[src/rtl/vec_pkg.sv]
// vector coprocessor shared definitions
// sizes, instruction encodings, instruction views and the decoded command
`default_nettype none

package vec_pkg;

	localparam int XLEN   = 32;
	localparam int VLEN   = 512;
	localparam int VWORDS = VLEN / XLEN;
	localparam int NVREG  = 32;

	typedef logic [XLEN-1:0] xword_t;
	typedef logic [VLEN-1:0] vreg_t;
	typedef logic [4:0]      vidx_t;
	typedef logic [3:0]      widx_t;
	typedef logic [4:0]      wcount_t;
	typedef logic [6:0]      vl_t;

	// same code points as the vtype vsew field
	typedef enum logic [1:0] {
		SEW8  = 2'd0,
		SEW16 = 2'd1,
		SEW32 = 2'd2
	} sew_e;

	typedef enum logic [2:0] {
		OP_NONE,
		OP_CFG,
		OP_LOAD,
		OP_STORE,
		OP_ADD,
		OP_MACC
	} vec_op_e;

	localparam logic [6:0] OPC_LOAD_FP  = 7'b0000111;
	localparam logic [6:0] OPC_STORE_FP = 7'b0100111;
	localparam logic [6:0] OPC_OP_V     = 7'b1010111;
	localparam logic [2:0] F3_OPCFG     = 3'b111;
	localparam logic [2:0] F3_OPIVV     = 3'b000;
	localparam logic [5:0] F6_VADD      = 6'b000000;
	localparam logic [5:0] F6_VMACC     = 6'b111001;

	typedef struct packed {
		logic [5:0] funct6;
		logic       vm;
		vidx_t      vs2;
		vidx_t      vs1;
		logic [2:0] funct3;
		vidx_t      vd;
		logic [6:0] opcode;
	} insn_arith_t;

	// form bit set selects vsetvl
	typedef struct packed {
		logic        form;
		logic [10:0] zimm;
		vidx_t       rs1;
		logic [2:0]  funct3;
		vidx_t       rd;
		logic [6:0]  opcode;
	} insn_cfg_t;

	typedef struct packed {
		logic [2:0] nf;
		logic       mew;
		logic [1:0] mop;
		logic       vm;
		logic [4:0] lumop;
		vidx_t      rs1;
		logic [2:0] width;
		vidx_t      vd;
		logic [6:0] opcode;
	} insn_mem_t;

	typedef union packed {
		insn_arith_t arith;
		insn_cfg_t   cfg;
		insn_mem_t   mem;
	} vec_insn_u;

	typedef struct packed {
		vec_op_e    op;
		vidx_t      vd;
		vidx_t      vs1;
		vidx_t      vs2;
		logic       rs1_nz;
		logic       vsetvl;
		logic [2:0] vsew;
		xword_t     rs1_val;
	} vec_cmd_t;

endpackage

`default_nettype wire

[src/rtl/vec_decoder.sv]
// vector instruction decoder
// classifies the offered PCPI instruction and registers its fields
`timescale 1ns/1ps
`default_nettype none

module vec_decoder import vec_pkg::*; (
	input  logic      clk,
	input  logic      reset,
	input  logic      pcpi_valid,
	input  vec_insn_u pcpi_insn,
	input  xword_t    pcpi_rs1,
	output vec_cmd_t  cmd
);

	vec_op_e op_d;
	logic    unit_stride;

	// only plain unit-stride, single field transfers
	assign unit_stride = (pcpi_insn.mem.nf == 3'd0) && !pcpi_insn.mem.mew &&
		(pcpi_insn.mem.mop == 2'd0) && (pcpi_insn.mem.lumop == 5'd0);

	always_comb begin
		op_d = OP_NONE;
		case (pcpi_insn.arith.opcode)
			OPC_OP_V: begin
				// vsetvl needs bits 30:25 clear
				if (pcpi_insn.cfg.funct3 == F3_OPCFG) begin
					if (!pcpi_insn.cfg.form || (pcpi_insn.cfg.zimm[10:5] == 6'd0))
						op_d = OP_CFG;
				end else if (pcpi_insn.arith.funct3 == F3_OPIVV) begin
					if (pcpi_insn.arith.funct6 == F6_VADD)
						op_d = OP_ADD;
					else if (pcpi_insn.arith.funct6 == F6_VMACC)
						op_d = OP_MACC;
				end
			end
			OPC_LOAD_FP:  op_d = unit_stride ? OP_LOAD : OP_NONE;
			OPC_STORE_FP: op_d = unit_stride ? OP_STORE : OP_NONE;
			default:      op_d = OP_NONE;
		endcase
	end

	always_ff @(posedge clk) begin
		if (reset) begin
			cmd.op <= OP_NONE;
		end else begin
			cmd.op      <= pcpi_valid ? op_d : OP_NONE;
			cmd.vd      <= pcpi_insn.arith.vd;
			cmd.vs1     <= pcpi_insn.arith.vs1;
			cmd.vs2     <= pcpi_insn.arith.vs2;
			cmd.rs1_nz  <= (pcpi_insn.cfg.rs1 != 5'd0);
			cmd.vsetvl  <= pcpi_insn.cfg.form;
			cmd.vsew    <= pcpi_insn.cfg.zimm[4:2];
			cmd.rs1_val <= pcpi_rs1;
		end
	end

endmodule

`default_nettype wire

[config.mk]
export PLATFORM = sky130hd
export DESIGN_NAME = vec_decoder
export DESIGN_NICKNAME = d
export VERILOG_FILES = /design/src/rtl/vec_pkg.sv /design/src/rtl/vec_decoder.sv
export SDC_FILE = /design/constraint.sdc
export NUM_CORES = 1
export LEC_CHECK = 0
export BUFFER_PORTS_ARGS = -buffer_cell sky130_fd_sc_hd__buf_2
export CORE_MARGIN = 2
export CORE_UTILIZATION = 25
export CTS_CLUSTER_DIAMETER = 200
export DETAILED_ROUTE_END_ITERATION = 10
export GPL_ROUTABILITY_DRIVEN = 0
export PLACE_DENSITY = 0.58
export SYNTH_ARGS = -nofsm -noshare
export SYNTH_HDL_FRONTEND = slang
export SYNTH_SLANG_ARGS = --single-unit
[constraint.sdc]
create_clock -name clk -period 4.9 [get_ports clk]
set_input_delay 0.98 -clock clk [delete_from_list [all_inputs] [get_ports clk]]
set_output_delay 0.98 -clock clk [all_outputs]
set_load 0.03 [all_outputs]
==> results.cfg <==
[run_status]
status = finished, final reports clean

[logic_synthesis]
synth_nets = 147
netlist_area_sq_mm = 0.001708
ys_ff_latch = 52
ys_seq_area_share_pct = 89.67
syn_inst = 80
synth_top_cell_by_area = edfxtp_1
synth_cell_type_count = 19
syn_area_per_cell_sq_um = 21.35
synth_area_leaders = edfxtp_1 (86%), dfxtp_1 (3.5%), buf_4 (1.3%), nor4_1 (1.1%), nor3_1 (0.88%)
synth-warning-count = 0
synth.top_cell.area_share_pct = 86.15

[global_route]
first_global_vias = 1095
gr-usage-all-layers_pct = 9.768
grt_pass1_wl_um = 5506
antenna_found_initial = 0
grt_max_degree = 50
grt_remaining_overflow = 0

[detailed_routing]
wire_per_inst_um = 13.31
dr.pass1.iters = 4
avgViaCountPerCell = 4.108
vias = 1175
ant_nets = 0
drt-total-wl_um = 3807
post-route-drc-count = 0
drt-initial-drc-count = 37

[finish]
layout_common_cells = buf_2 (121), edfxtp_1 (49), clkbuf_8 (5), nand2_1 (4)
regArea_sq_mm = 0.001531
drive_above_1_share_pct = 64.08
antennaDiodeCount = 0
fin_nets = 272
multi_input_area_sq_um = 150.1
design_area_sq_mm = 0.002502
top_register = cmd
largest_reg_flops = 52
areaGrowthSynthToFinish_pct = 46.52
fill_cells = 652
top_regs = cmd x52
mostFrequentLayoutCell = buf_2

[setup_path]
crit_required_ps = 4820
cp_slowest_cell = inv_2
cp-start-kind = input port
path_cells = buf_2 > inv_2
critical_path.top_delay_family = buffers and inverters
crit_path_end_kind = flip-flop
cpPeakStageDelay_ps = 710
criticalPathCategory = input port to flip-flop
critPathMaxFanout = 49
critPathArrivalTime_ps = 1850
crit_buf_inv = 2

[sta]
fin_setup_tns_ps = 0
fin_ws_ps = 2973
rsz0062_at_grt = false
relSlewSlack_pct = 31.98
worst_slew_pin_slew_ps = 1020
period_share_pct = 39.32
fmax_ghz = 0.5190
finalHoldViolCount = 0
setup_viol = 0
report.final.slew_viol_count = 0
period_minus_slack_ps = 1927

[clocking]
tritoncts = done
cts_sinks = 52
ctsLongestPathBuffers = 2
htreeDepth = 2
cts_setup_buffers = 0
cts_root_buffer = clkbuf_8
cts-buffers-inserted = 5
hold_buffers = 0
post_cts_resized = 0
clkTransAtPathRegs_ps = 90

[floorplanning]
die_x_um = 86.66
die-area_sq_mm = 0.007509
rows = 30
fp.dieH_um = 86.66
start_util_pct = 25.42
num_io_pins = 122
core_sq_mm = 0.006719

[min_path]
hold_end = cmd[8]
hold_path_class = input port to flip-flop
hold_depth = 1
hold_start = pcpi_rs1[8]

[placed_design]
place_area_sq_mm = 0.002391
hpwl_um = 3017
place_ws_ps = 2633
portBuffers = 121

[power_and_ir_drop]
leakage_nw = 1.073
p_per_area_mw_per_mm2 = 382.5
peakVddDrop_mv = 0.1068
power.total_mw = 0.9570

[run]
max_cap_viol_count = 0
kinds of logic (layout without fill, tap and decap cells):
logic type	count (synthesis)	count (layout)	share of synthesized area (%)
AO/OA/AOI/OAI	4	4	2.050
AND/OR/NAND/NOR	20	20	6.740
flip-flops	52	52	89.67
buffers and inverters	4	130	1.538
where the power goes:
group          switching, mW  internal, mW  total, mW
Sequential           0.00729         0.522      0.529
Combinational          0.101        0.0427      0.144
Clock                  0.133         0.151      0.284
Total                  0.241         0.716      0.957
how the worst max path moves through the flow:
stage	start	end	slack, ps	cells past startpoint
6_report	reset	cmd[6]	2970	2
5_1_grt	reset	cmd[40]	2900	2
4_1_cts	reset	cmd[6]	2960	2
3_5_place_dp	reset	cmd[22]	2630	2
3_3_place_gp	reset	cmd[10]	2660	2
2_1_floorplan	reset	cmd[0]	2560	1
layer usage:
| metal | GRT usage (%) | wire length [um] | vias to the layer above |
|---|---|---|---|
| met3 | 4.667 | 531 | 6 |
| met4 | 3.835 | 48 | 0 |
| met1 | 11.84 | 1597 | 511 |
| met2 | 15.03 | 1630 | 94 |
| met5 | 0 | 0 | - |
| li1 | - | - | 564 |
synthesized netlist by cell type:
library cell,n
and4_1,1
nor3_1,3
buf_4,3
nand3b_1,1
nand3_1,2
nand4_1,1
a2111oi_2,1
a22o_2,1
nor3_2,1
nor4bb_1,1
nor4_1,3
a21oi_1,1
nor2_1,2
or3_1,1
edfxtp_1,49
dfxtp_1,3
o21ai_0,1
inv_1,1
nand2_1,4
stage by stage:
step	hold WS, ps	util [%]	instances
finish	851.5	37.24	286
global route	833.5	37.24	286
CTS	842.1	37.24	286
detailed placement	1159	35.59	278
global placement	1157	35.59	278
floorplan	1079	-	80
layout make-up:
cell class | count | area share [%]
clock buffers | 5 | 2.750
clock inverters | 3 | 1.700
inverters | 1 | 0.1500
multi-input cells | 24 | 6.000
flip-flops and latches | 52 | 61.20
well taps | 80 | 4.000
repair buffers | 121 | 24.20
Power figures use the tool's default switching activity.
