==> config.mk <==
export PLATFORM = sky130hd
export DESIGN_NAME = vec_control
export DESIGN_NICKNAME = d
export VERILOG_FILES = /design/src/rtl/vec_pkg.sv /design/src/rtl/vec_control.sv
export SDC_FILE = /design/constraint.sdc
export NUM_CORES = 1
export LEC_CHECK = 0
export ABC_AREA = 1
export BUFFER_PORTS_ARGS = -buffer_cell sky130_fd_sc_hd__buf_2
export CAP_MARGIN = 10
export CORE_MARGIN = 4
export CORE_UTILIZATION = 44
export DETAILED_ROUTE_END_ITERATION = 16
export PLACE_DENSITY = 0.84
export SLEW_MARGIN = 40
export SYNTH_ARGS = -nofsm -noshare
export SYNTH_HDL_FRONTEND = slang
export SYNTH_SLANG_ARGS = --single-unit
==> constraint.sdc <==
create_clock -name clk -period 4.8 [get_ports clk]
set_input_delay 1.2 -clock clk [delete_from_list [all_inputs] [get_ports clk]]
set_output_delay 1.2 -clock clk [all_outputs]
set_load 0.1 [all_outputs]
==> src/rtl/vec_pkg.sv <==
// vector coprocessor shared definitions
// sizes, instruction encodings, instruction views and the decoded command
`default_nettype none

package vec_pkg;

	localparam int XLEN   = 32;
	localparam int VLEN   = 512;
	localparam int VWORDS = VLEN / XLEN;
	localparam int NVREG  = 32;

	typedef logic [XLEN-1:0] xword_t;
	typedef logic [VLEN-1:0] vreg_t;
	typedef logic [4:0]      vidx_t;
	typedef logic [3:0]      widx_t;
	typedef logic [4:0]      wcount_t;
	typedef logic [6:0]      vl_t;

	// same code points as the vtype vsew field
	typedef enum logic [1:0] {
		SEW8  = 2'd0,
		SEW16 = 2'd1,
		SEW32 = 2'd2
	} sew_e;

	typedef enum logic [2:0] {
		OP_NONE,
		OP_CFG,
		OP_LOAD,
		OP_STORE,
		OP_ADD,
		OP_MACC
	} vec_op_e;

	localparam logic [6:0] OPC_LOAD_FP  = 7'b0000111;
	localparam logic [6:0] OPC_STORE_FP = 7'b0100111;
	localparam logic [6:0] OPC_OP_V     = 7'b1010111;
	localparam logic [2:0] F3_OPCFG     = 3'b111;
	localparam logic [2:0] F3_OPIVV     = 3'b000;
	localparam logic [5:0] F6_VADD      = 6'b000000;
	localparam logic [5:0] F6_VMACC     = 6'b111001;

	typedef struct packed {
		logic [5:0] funct6;
		logic       vm;
		vidx_t      vs2;
		vidx_t      vs1;
		logic [2:0] funct3;
		vidx_t      vd;
		logic [6:0] opcode;
	} insn_arith_t;

	// form bit set selects vsetvl
	typedef struct packed {
		logic        form;
		logic [10:0] zimm;
		vidx_t       rs1;
		logic [2:0]  funct3;
		vidx_t       rd;
		logic [6:0]  opcode;
	} insn_cfg_t;

	typedef struct packed {
		logic [2:0] nf;
		logic       mew;
		logic [1:0] mop;
		logic       vm;
		logic [4:0] lumop;
		vidx_t      rs1;
		logic [2:0] width;
		vidx_t      vd;
		logic [6:0] opcode;
	} insn_mem_t;

	typedef union packed {
		insn_arith_t arith;
		insn_cfg_t   cfg;
		insn_mem_t   mem;
	} vec_insn_u;

	typedef struct packed {
		vec_op_e    op;
		vidx_t      vd;
		vidx_t      vs1;
		vidx_t      vs2;
		logic       rs1_nz;
		logic       vsetvl;
		logic [2:0] vsew;
		xword_t     rs1_val;
	} vec_cmd_t;

endpackage

`default_nettype wire

==> src/rtl/vec_control.sv <==
// vector instruction sequencer
// holds vl and SEW, runs config, memory and arithmetic instructions
// and answers the CPU over PCPI
`timescale 1ns/1ps
`default_nettype none

module vec_control import vec_pkg::*; (
	input  logic     clk,
	input  logic     reset,
	input  logic     pcpi_valid,
	input  xword_t   pcpi_rs2,
	input  vec_cmd_t cmd,
	output logic     pcpi_wr,
	output logic     pcpi_wait,
	output logic     pcpi_ready,
	output xword_t   pcpi_rd,
	output logic     mem_start,
	output logic     mem_store,
	output xword_t   mem_base,
	output wcount_t  mem_count,
	input  logic     mem_done,
	output logic     alu_start,
	output vec_op_e  alu_op,
	output sew_e     sew,
	input  logic     alu_done,
	output vidx_t    rd_idx1,
	output vidx_t    rd_idx2,
	output vidx_t    rd_idx3,
	output vidx_t    wr_idx,
	output logic     vec_we
);

	typedef enum logic [2:0] {
		ST_IDLE,
		ST_CFG,
		ST_MEM,
		ST_EXEC,
		ST_WRITE,
		ST_DONE
	} state_e;

	state_e     state;
	vl_t        vl;
	logic       ready_q;
	vidx_t      vd_q;
	vidx_t      vs1_q;
	vidx_t      vs2_q;
	logic [2:0] vsew_raw;
	sew_e       cfg_sew;
	vl_t        cfg_vlmax;
	xword_t     avl;
	vl_t        cfg_vl;
	wcount_t    words;

	// new vtype and vl, valid while in ST_CFG
	always_comb begin
		vsew_raw = cmd.vsetvl ? pcpi_rs2[4:2] : cmd.vsew;
		cfg_sew  = (vsew_raw > 3'd2) ? SEW32 : sew_e'(vsew_raw[1:0]);
		case (cfg_sew)
			SEW8:    cfg_vlmax = 7'd64;
			SEW16:   cfg_vlmax = 7'd32;
			default: cfg_vlmax = 7'd16;
		endcase
		// rs1 = x0 keeps the current vl
		avl    = cmd.rs1_nz ? cmd.rs1_val : xword_t'(vl);
		cfg_vl = (avl > xword_t'(cfg_vlmax)) ? cfg_vlmax : vl_t'(avl);
	end

	// words moved by a load or store, vl * SEW / 32 rounded up
	always_comb begin
		case (sew)
			SEW8:    words = wcount_t'((vl + 7'd3) >> 2);
			SEW16:   words = wcount_t'((vl + 7'd1) >> 1);
			default: words = wcount_t'(vl);
		endcase
	end

	always_ff @(posedge clk) begin
		if (reset) begin
			state     <= ST_IDLE;
			vl        <= '0;
			sew       <= SEW8;
			ready_q   <= 1'b0;
			mem_start <= 1'b0;
			alu_start <= 1'b0;
		end else begin
			ready_q   <= 1'b0;
			mem_start <= 1'b0;
			alu_start <= 1'b0;
			case (state)
				ST_IDLE: begin
					case (cmd.op)
						OP_CFG: state <= ST_CFG;
						OP_LOAD, OP_STORE: begin
							if (words == '0) begin
								ready_q <= 1'b1;
								state   <= ST_DONE;
							end else begin
								mem_start <= 1'b1;
								state     <= ST_MEM;
							end
						end
						OP_ADD, OP_MACC: begin
							alu_start <= 1'b1;
							state     <= ST_EXEC;
						end
						default: state <= ST_IDLE;
					endcase
				end
				ST_CFG: begin
					vl    <= cfg_vl;
					sew   <= cfg_sew;
					state <= ST_DONE;
				end
				ST_MEM: begin
					if (mem_done) begin
						ready_q <= 1'b1;
						state   <= ST_DONE;
					end
				end
				ST_EXEC: begin
					if (alu_done)
						state <= ST_WRITE;
				end
				ST_WRITE: begin
					ready_q <= 1'b1;
					state   <= ST_DONE;
				end
				// hold until the CPU withdraws the instruction
				ST_DONE: begin
					if (!pcpi_valid)
						state <= ST_IDLE;
				end
				default: state <= ST_IDLE;
			endcase
		end
	end

	// operands captured once, as the instruction starts
	always_ff @(posedge clk) begin
		if (state == ST_IDLE) begin
			vd_q      <= cmd.vd;
			vs1_q     <= cmd.vs1;
			vs2_q     <= cmd.vs2;
			mem_base  <= cmd.rs1_val;
			mem_count <= words;
			mem_store <= (cmd.op == OP_STORE);
			alu_op    <= cmd.op;
		end
	end

	assign rd_idx1 = vs1_q;
	assign rd_idx2 = vs2_q;
	assign rd_idx3 = vd_q;
	assign wr_idx  = vd_q;
	assign vec_we  = (state == ST_WRITE);

	// config answers straight from ST_CFG, the rest through ready_q
	assign pcpi_wr    = (state == ST_CFG);
	assign pcpi_rd    = xword_t'(cfg_vl);
	assign pcpi_ready = ready_q || (state == ST_CFG);
	assign pcpi_wait  = (state != ST_IDLE) && (state != ST_DONE);

endmodule

`default_nettype wire

==> results of run 1 <==
## worst min-delay path, stage by stage, from the launching register on
cell and delay (ps):
dfxtp_1 310, inv_1 90, a21oi_1 70, nand2_1 60
inv_1 30
## registers in the layout, summed over array words and instances, names as in the netlist
register   flops
alu_op         3
vl             7
ready_q        1
state          3
rd_idx2        5
mem_store      1
rd_idx1        5
sew            2
mem_count      5
mem_start      1
mem_base      32
rd_idx3        5
alu_start      1
## synth_stat cells, types with 3 or more instances
cell | number | share of area, %
nand2_2 | 8 | 1.5
edfxtp_1 | 56 | 49
a21oi_2 | 7 | 1.8
inv_2 | 5 | 0.54
buf_2 | 4 | 0.58
o21a_1 | 3 | 0.65
nor4_1 | 7 | 1.3
buf_4 | 33 | 7.2
nand4_1 | 3 | 0.54
dfxtp_1 | 15 | 8.7
ha_1 | 7 | 2.5
nand3_1 | 21 | 3.0
nand2_1 | 55 | 6.0
or2_2 | 3 | 0.54
a21oi_1 | 9 | 1.3
nor2_2 | 6 | 1.1
nor2_1 | 16 | 1.7
nor3_1 | 5 | 0.73
inv_1 | 38 | 4.1
o21ai_0 | 11 | 1.6
o21ai_1 | 3 | 0.43
## cell families (layout without fill, tap and decap cells)
| group | after synthesis | in the layout | synth area share [%] |
|---|---|---|---|
| AND/OR/NAND/NOR | 137 | 137 | 20.31 |
| adder cells (fa/ha/maj) | 7 | 7 | 2.538 |
| multiplexers | 1 | 1 | 0.2901 |
| other | 1 | 25 | 0.1087 |
| flip-flops | 71 | 71 | 57.43 |
| buffers and inverters | 82 | 197 | 12.87 |
| AO/OA/AOI/OAI | 36 | 36 | 6.454 |
## stage by stage
stage	cells	utilization [%]	hold WS [ps]	setup WS [ps]
floorplan	359	-	543.7	130.2
detailed placement	561	54.56	605.1	181.2
finish	576	56.88	611.1	195.3
global route	576	56.88	677.5	3.967
CTS	576	56.88	615.5	176.5
global placement	561	54.56	594.6	220.0
## metal layers
layer | track usage (%) | vias to the layer above | wire length (um)
met2 | 29.37 | 144 | 3846
met4 | 7.009 | 0 | 88
met3 | 5.809 | 9 | 1017
li1 | - | 1339 | -
met5 | 0 | - | 0
met1 | 16.74 | 1258 | 2876
## final cells by class
cell class | count | area [sq um] | share of cell area [%]
Inverter | 43 | 161.4 | 3.691
Clock inverter | 4 | 47.55 | 1.087
Tap cell | 102 | 127.6 | 2.918
Multi-Input combinational cell | 206 | 1120 | 25.61
Sequential cell | 71 | 1982 | 45.32
Clock buffer | 11 | 131.4 | 3.004
Timing Repair Buffer | 139 | 803.3 | 18.37
## final timing paths
check	end	slack, ps	startpoint	cells past startpoint
max reg2reg	vl[4]$_SDFFE_PP0P_	2800	vl[5]$_SDFFE_PP0P_	12
max	pcpi_rd[1]	200	cmd[35]	16
min reg2reg	vl[6]$_SDFFE_PP0P_	610	vl[6]$_SDFFE_PP0P_	4
min	vl[6]$_SDFFE_PP0P_	610	vl[6]$_SDFFE_PP0P_	4
==> results.cfg, run 1 <==
[outcome]
outcome = finished clean

[global_route]
track_usage_pct = 16.20
grt_pass1_wl_mm = 11.54
grt_antenna_before_repair = 0
first_global_vias = 2611
grt_overflow_total = 0
largest_net_degree_at_the_start_of_global_routing = 61

[yosys]
postSynth.topFlopCell = edfxtp_1
synth.avg_cell_area_sq_um = 10.30
yosysUniqueCellTypes = 38
synthesis.area_sq_um = 3451
synth-seq-cells = 71
synth_cells = 335
synth_seq_area_share_pct = 57.43
synth_edf_count = 56
synth-warning-count = 0
synthArstFlopShare_pct = 0

[die]
die_x_um = 96.56
core-area_sq_um = 7687
die-area_sq_um = 9324
dieHeight_um = 96.56
start_util_pct = 44.89
ios = 193
rows = 32

[sta]
maxClockFrequency_ghz = 0.2172
final-max-slew-violation-count = 0
period_share_pct = 95.93
setup_violations = 0
final.setup.tns_ps = 0
max_slew_margin_pct = 52.24
final_hold_vios = 0
rsz0062_at_grt = false
worst_pin_slew_ps = 716.4
clock_period_minus_final_worst_setup_slack_ps = 4605
timing.clock.skew_ps = 10.57

[cells_and_area]
area.growth.synth_to_final_pct = 26.72
drive_above_1_share_pct = 39.87
mostFrequentLayoutCells = buf_2 (131), edfxtp_1 (56), nand2_1 (55)
finalNetCount = 569
layout.cells.most_common = buf_2
antenna_cells_inserted = 0
layout.cell_area.non_filler_sq_um = 4373
fillers = 659

[route]
vias = 2750
drt_first_pass_iters = 4
route.detailed.drc = 0
post_drt_wl_per_cell_um = 13.59
via_per_inst = 4.774
initialDrtViolationCount = 196
final_antenna_net_count = 0
wl_mm = 7.829

[clock_network]
tritoncts_sinks = 71
cts_made_buffers = 9
cts.path.max_buffers = 2
cts.htree.levels = 3
postCtsHoldBufs = 0
postCtsSetupBuffers = 0
clk_pin_slew_worst_paths_ps = 60
tritoncts = done
ctsResizeCount = 0
worst_skew_pair.late_latency_ps = 340
cts-root-buf = clkbuf_8

[min_path]
min_path_type = flip-flop to flip-flop

[worst_setup_path]
element_type_at_the_critical_path_end = primary output
timing.critical_path.slowest_cell_delay_ps = 340
timing.critical_path.mode_cell = inv_1
critical_path.top_delay_family = simple AND/OR/NAND/NOR gates
buffers_inverters_on_critical_path = 7
path_max_fanout = 4
worstSetupStartpointType = input pin
data_arrival_time_at_the_worst_slack_endpoint_ps = 3400
cp_cell_sequence = buf_2, or3_1, nand2_1, inv_2, nor2_1, inv_1, ha_1, inv_1, nor2_1, o21a_1, o21ai_2, nand2_2, inv_2, nand2_2, inv_1, buf_12
crit_slowest_cell = or3_1
worst-setup-path-type = input pin to primary output
cp.required_ps = 3600

[place]
dp.final_hpwl_mm = 6.159
gpl.final_weighted_congestion = 0.8830
dpl-instance-area_sq_um = 4194
portBuffers = 138

[flow_run]
maxCapViolCount = 0
Power of run 1 is not shown: default switching activity piles up to over one toggle a cycle in this logic, so the estimate is an artifact.
==> inputs of run 2 (changes only) <==
--- a/config.mk
+++ b/config.mk
@@ -9,9 +9,11 @@
 export BUFFER_PORTS_ARGS = -buffer_cell sky130_fd_sc_hd__buf_2
 export CAP_MARGIN = 10
 export CORE_MARGIN = 4
-export CORE_UTILIZATION = 44
+export CORE_UTILIZATION = 46
+export CTS_BUF_LIST = sky130_fd_sc_hd__clkbuf_2 sky130_fd_sc_hd__clkbuf_4 sky130_fd_sc_hd__clkbuf_8
 export DETAILED_ROUTE_END_ITERATION = 16
-export PLACE_DENSITY = 0.84
+export PLACE_DENSITY = 0.87
+export REMOVE_ABC_BUFFERS = 1
 export SLEW_MARGIN = 40
 export SYNTH_ARGS = -nofsm -noshare
 export SYNTH_HDL_FRONTEND = slang
==> results.cfg, run 2 (same netlist as run 1, synthesis figures left out) <==
[cells_and_area]
drive_above_1_share_pct = 40.21
layout.cells.most_common = buf_2
largest-register = mem_base
fin_util_pct = 60.46
antenna_cells_inserted = 0
finalNetCount = 569
mostFrequentLayoutCells = buf_2 (131), edfxtp_1 (56), nand2_1 (55)
fillers = 567
flip_flop_count_of_the_largest_register_all_copies_and_words_added = 32
reg.largest.list = mem_base x32, vl x7
area.growth.synth_to_final_pct = 27.08

[global_route]
grt_overflow_total = 0
grt_pass1_wl_mm = 11.85
track_usage_pct = 17.33
largest_net_degree_at_the_start_of_global_routing = 61
first_global_vias = 2543
grt_antenna_before_repair = 0

[place]
portBuffers = 138
gpl.final_weighted_congestion = 0.8159
dp.final_hpwl_mm = 6.420

[route]
route.detailed.drc = 0
via_per_inst = 4.803
vias = 2757
met3RoutedLength_um = 810
initialDrtViolationCount = 126
post_drt_wl_per_cell_um = 14.13
drt_first_pass_iters = 4
top_layer_reached_by_signal_wires = met4
total_routed_wire_length_on_the_met1_layer_mm = 3.085
wl_mm = 8.113
final_antenna_net_count = 0
met2_wirelength_mm = 4.084

[die]
die-area_sq_um = 8951
rows = 31
ios = 193
start_util_pct = 47.58
dieHeight_um = 94.61
core-area_sq_um = 7253
die_x_um = 94.61

[sta]
timing.clock.skew_ps = 7.357
maxClockFrequency_ghz = 0.2164
clock_period_minus_final_worst_setup_slack_ps = 4620
final-max-slew-violation-count = 0
max_slew_margin_pct = 52.02
setup_violations = 0
rsz0062_at_grt = false
final.setup.tns_ps = 0
final_hold_vios = 0
period_share_pct = 96.26
worst_pin_slew_ps = 719.7

[worst_setup_path]
timing.critical_path.slowest_cell_delay_ps = 340
timing.critical_path.depth = 16
critical_path.top_delay_family = simple AND/OR/NAND/NOR gates
cp_cell_sequence = buf_2, or3_1, nand2_1, inv_2, nor2_1, inv_1, ha_1, inv_1, nor2_1, o21a_1, o21ai_2, nand2_2, inv_2, nand2_2, inv_1, buf_12
buffers_inverters_on_critical_path = 7
element_type_at_the_critical_path_end = primary output
data_arrival_time_at_the_worst_slack_endpoint_ps = 3420
timing.critical_path.mode_cell = inv_1
cp.required_ps = 3600
worstSetupStartpointType = input pin
regToRegStartpoint = vl[5]$_SDFFE_PP0P_
path_max_fanout = 4
crit_slowest_cell = or3_1
crit_path_start = cmd[35]
worst-setup-path-type = input pin to primary output
worst_r2r_path_depth = 12

[clock_network]
tritoncts_sinks = 71
worst_skew_pair.late_latency_ps = 340
clk_pin_slew_worst_paths_ps = 70
ctsResizeCount = 0
cts.htree.levels = 3
cts.path.max_buffers = 2
tritoncts = done
postCtsHoldBufs = 0
cts_made_buffers = 9
postCtsSetupBuffers = 0
cts-root-buf = clkbuf_8

[min_path]
min_path_type = flip-flop to flip-flop
whs_path_depth = 4
min_from = vl[6]$_SDFFE_PP0P_

[outcome]
outcome = finished clean

[flow_run]
maxCapViolCount = 0
-- run 2: cell types whose count changed in the layout (fill, tap and decap cells not counted) --
cell | before | now
clkinv_2 | 2 | 1
clkinv_1 | 0 | 1
clkinvlp_4 | 1 | 2
clkbuf_1 | 2 | 0
inv_6 | 0 | 2
-- run 2: cell type report --
type	count	area, sq um	share of cell area [%]
clock buffers	9	123.9	2.825
clock inverters	7	71.32	1.626
inverters	43	161.4	3.680
multi-input cells	206	1120	25.53
flip-flops and latches	71	1982	45.19
well taps	99	123.9	2.825
repair buffers	139	803.3	18.32
-- run 2: worst paths after layout --
path / slack (ps) / to
max reg2reg: 2760 / vl[6]$_SDFFE_PP0P_
max: 180 / pcpi_rd[0]
min: 620 / vl[6]$_SDFFE_PP0P_
min reg2reg: 620 / vl[6]$_SDFFE_PP0P_
-- run 2: metrics by stage --
step           hold WS (ps)  worst slack (ps)  area, sq um  std cells
3_5_place_dp          617.9             191.2         4190        558
2_1_floorplan         536.4             130.2         3258        320
3_3_place_gp          610.6             228.0         4190        558
5_1_grt               688.5             29.42         4385        574
4_1_cts               631.5             187.7         4385        574
6_report              618.6             179.5         4385        574
-- run 2: metal layers --
metal	track usage, %	vias up
met5	0	-
met4	6.611	0
met3	4.781	13
met2	31.47	139
met1	19.11	1270
li1	-	1335
-- run 2: worst reg2reg max path: stages, from the launching register on --
cell and delay, ps:
dfxtp_1 400, inv_1 110, o21ai_0 270, ha_1 300
inv_1 60, nor2_1 30, o21a_1 170, o21ai_2 180
nand2_2 120, nand2_1 100, nand3_1 80, nand2_1 90
inv_1 30
Power of run 2 is left out for the same reason.
==> inputs of run 3 (changes only) <==
--- a/config.mk
+++ b/config.mk
@@ -13,6 +13,7 @@
 export CTS_BUF_LIST = sky130_fd_sc_hd__clkbuf_2 sky130_fd_sc_hd__clkbuf_4 sky130_fd_sc_hd__clkbuf_8
 export DETAILED_ROUTE_END_ITERATION = 16
 export PLACE_DENSITY = 0.87
+export RECOVER_POWER = 50
 export REMOVE_ABC_BUFFERS = 1
 export SLEW_MARGIN = 40
 export SYNTH_ARGS = -nofsm -noshare
==> results.cfg, run 3 (same netlist as run 1, synthesis figures left out) <==
[outcome]
outcome = finished with violations
violations = max-capacitance violations, max-slew violations

[place]
dp.final_hpwl_mm = 6.420
gpl.final_weighted_congestion = 0.8159
portBuffers = 138

[route]
route.detailed.drc = 0
post_drt_wl_per_cell_um = 14.13
final_antenna_net_count = 0
via_per_inst = 4.828
drt_first_pass_iters = 4
vias = 2771
wl_mm = 8.108
initialDrtViolationCount = 117

[sta]
rsz0062_at_grt = false
clock_period_minus_final_worst_setup_slack_ps = 4619
max_slew_margin_pct = -100.0
final_hold_vios = 0
final-max-slew-violation-count = 61
setup_violations = 0
worst_pin_slew_ps = 3000
timing.clock.skew_ps = 6.563
final.setup.tns_ps = 0
maxClockFrequency_ghz = 0.2165
period_share_pct = 96.23
final.hold.worst_slack_ps = 618.7

[worst_setup_path]
path_max_fanout = 4
worstSetupStartpointType = input pin
cp_cell_sequence = buf_2, or3_1, nand2_1, inv_2, nor2_1, inv_1, ha_1, inv_1, nor2_1, o21a_1, o21ai_2, nand2_2, inv_2, nand2_2, inv_1, buf_12
cp.required_ps = 3600
crit_slowest_cell = or3_1
worst-setup-path-type = input pin to primary output
timing.critical_path.mode_cell = inv_1
data_arrival_time_at_the_worst_slack_endpoint_ps = 3420
timing.critical_path.slowest_cell_delay_ps = 340
element_type_at_the_critical_path_end = primary output

[cells_and_area]
layout.cells.most_common = buf_2
drive_above_1_share_pct = 34.32
area.growth.synth_to_final_pct = 25.67
flip_flop_count_of_the_largest_register_all_copies_and_words_added = 32
reg.largest.list = mem_base x32, vl x7
largest-register = mem_base
finalNetCount = 569
mostFrequentLayoutCells = buf_2 (107), edfxtp_1 (56), nand2_1 (55)
antenna_cells_inserted = 0
fillers = 587

[clock_network]
cts.htree.levels = 3
clk_pin_slew_worst_paths_ps = 70
tritoncts = done
postCtsHoldBufs = 0
worst_skew_pair.late_latency_ps = 340
cts-root-buf = clkbuf_8
postCtsSetupBuffers = 0
cts_made_buffers = 9
cts.path.max_buffers = 2
ctsResizeCount = 0
tritoncts_sinks = 71

[die]
rows = 31
dieHeight_um = 94.61
core-area_sq_um = 7253
start_util_pct = 47.58
ios = 193
die_x_um = 94.61
die-area_sq_um = 8951

[global_route]
grt_overflow_total = 0
largest_net_degree_at_the_start_of_global_routing = 61
track_usage_pct = 17.33
grt_antenna_before_repair = 0
grt_pass1_wl_mm = 11.85
first_global_vias = 2543

[flow_run]
maxCapViolCount = 1

[min_path]
min_path_type = flip-flop to flip-flop
[run 3: critical path, delay by kind of cell]
kind	cells	cell delay, ps
simple gates	6	810
buf+inv	7	740
compound gates	2	350
fa+ha+maj	1	310
[run 3: final cells by class]
type	instances	area [sq um]	area share [%]
inverter	43	161.4	3.722
clock inverter	7	71.32	1.645
tap	99	123.9	2.856
sequential	71	1982	45.70
multi-input combinational	206	1105	25.48
clock buffer	9	123.9	2.856
timing repair buffer	139	769.5	17.74
[run 3: final timing paths]
kind                          from                    end  slack (ps)  cells past startpoint
max                        cmd[35]             pcpi_rd[0]         180                     16
min             vl[6]$_SDFFE_PP0P_     vl[6]$_SDFFE_PP0P_         620                      4
max reg2reg  state[1]$_SDFFE_PP0P_  state[2]$_SDFFE_PP0P_        1140                     10
min reg2reg     vl[6]$_SDFFE_PP0P_     vl[6]$_SDFFE_PP0P_         620                      4
[run 3: metrics by stage]
| stage | instance area (sq um) | cells | util, % | worst slack [ps] |
|---|---|---|---|---|
| after floorplan | 3258 | 320 | - | 130.2 |
| after detailed placement | 4190 | 558 | 57.77 | 191.2 |
| after CTS | 4385 | 574 | 60.46 | 187.7 |
| after global routing | 4337 | 574 | 59.79 | 29.42 |
| after global placement | 4190 | 558 | 57.77 | 228.0 |
| final | 4337 | 574 | 59.79 | 181.0 |
[run 3: routing by layer]
layer | share of wire, % | routed length (um) | vias up | global-route usage [%]
met3 | 10 | 840 | 13 | 4.781
met1 | 37 | 3017 | 1280 | 19.11
met2 | 51 | 4117 | 142 | 31.47
met5 | 0 | 0 | - | 0
li1 | - | - | 1336 | -
met4 | 1.6 | 133 | 0 | 6.611
Power of run 3 is left out for the same reason.
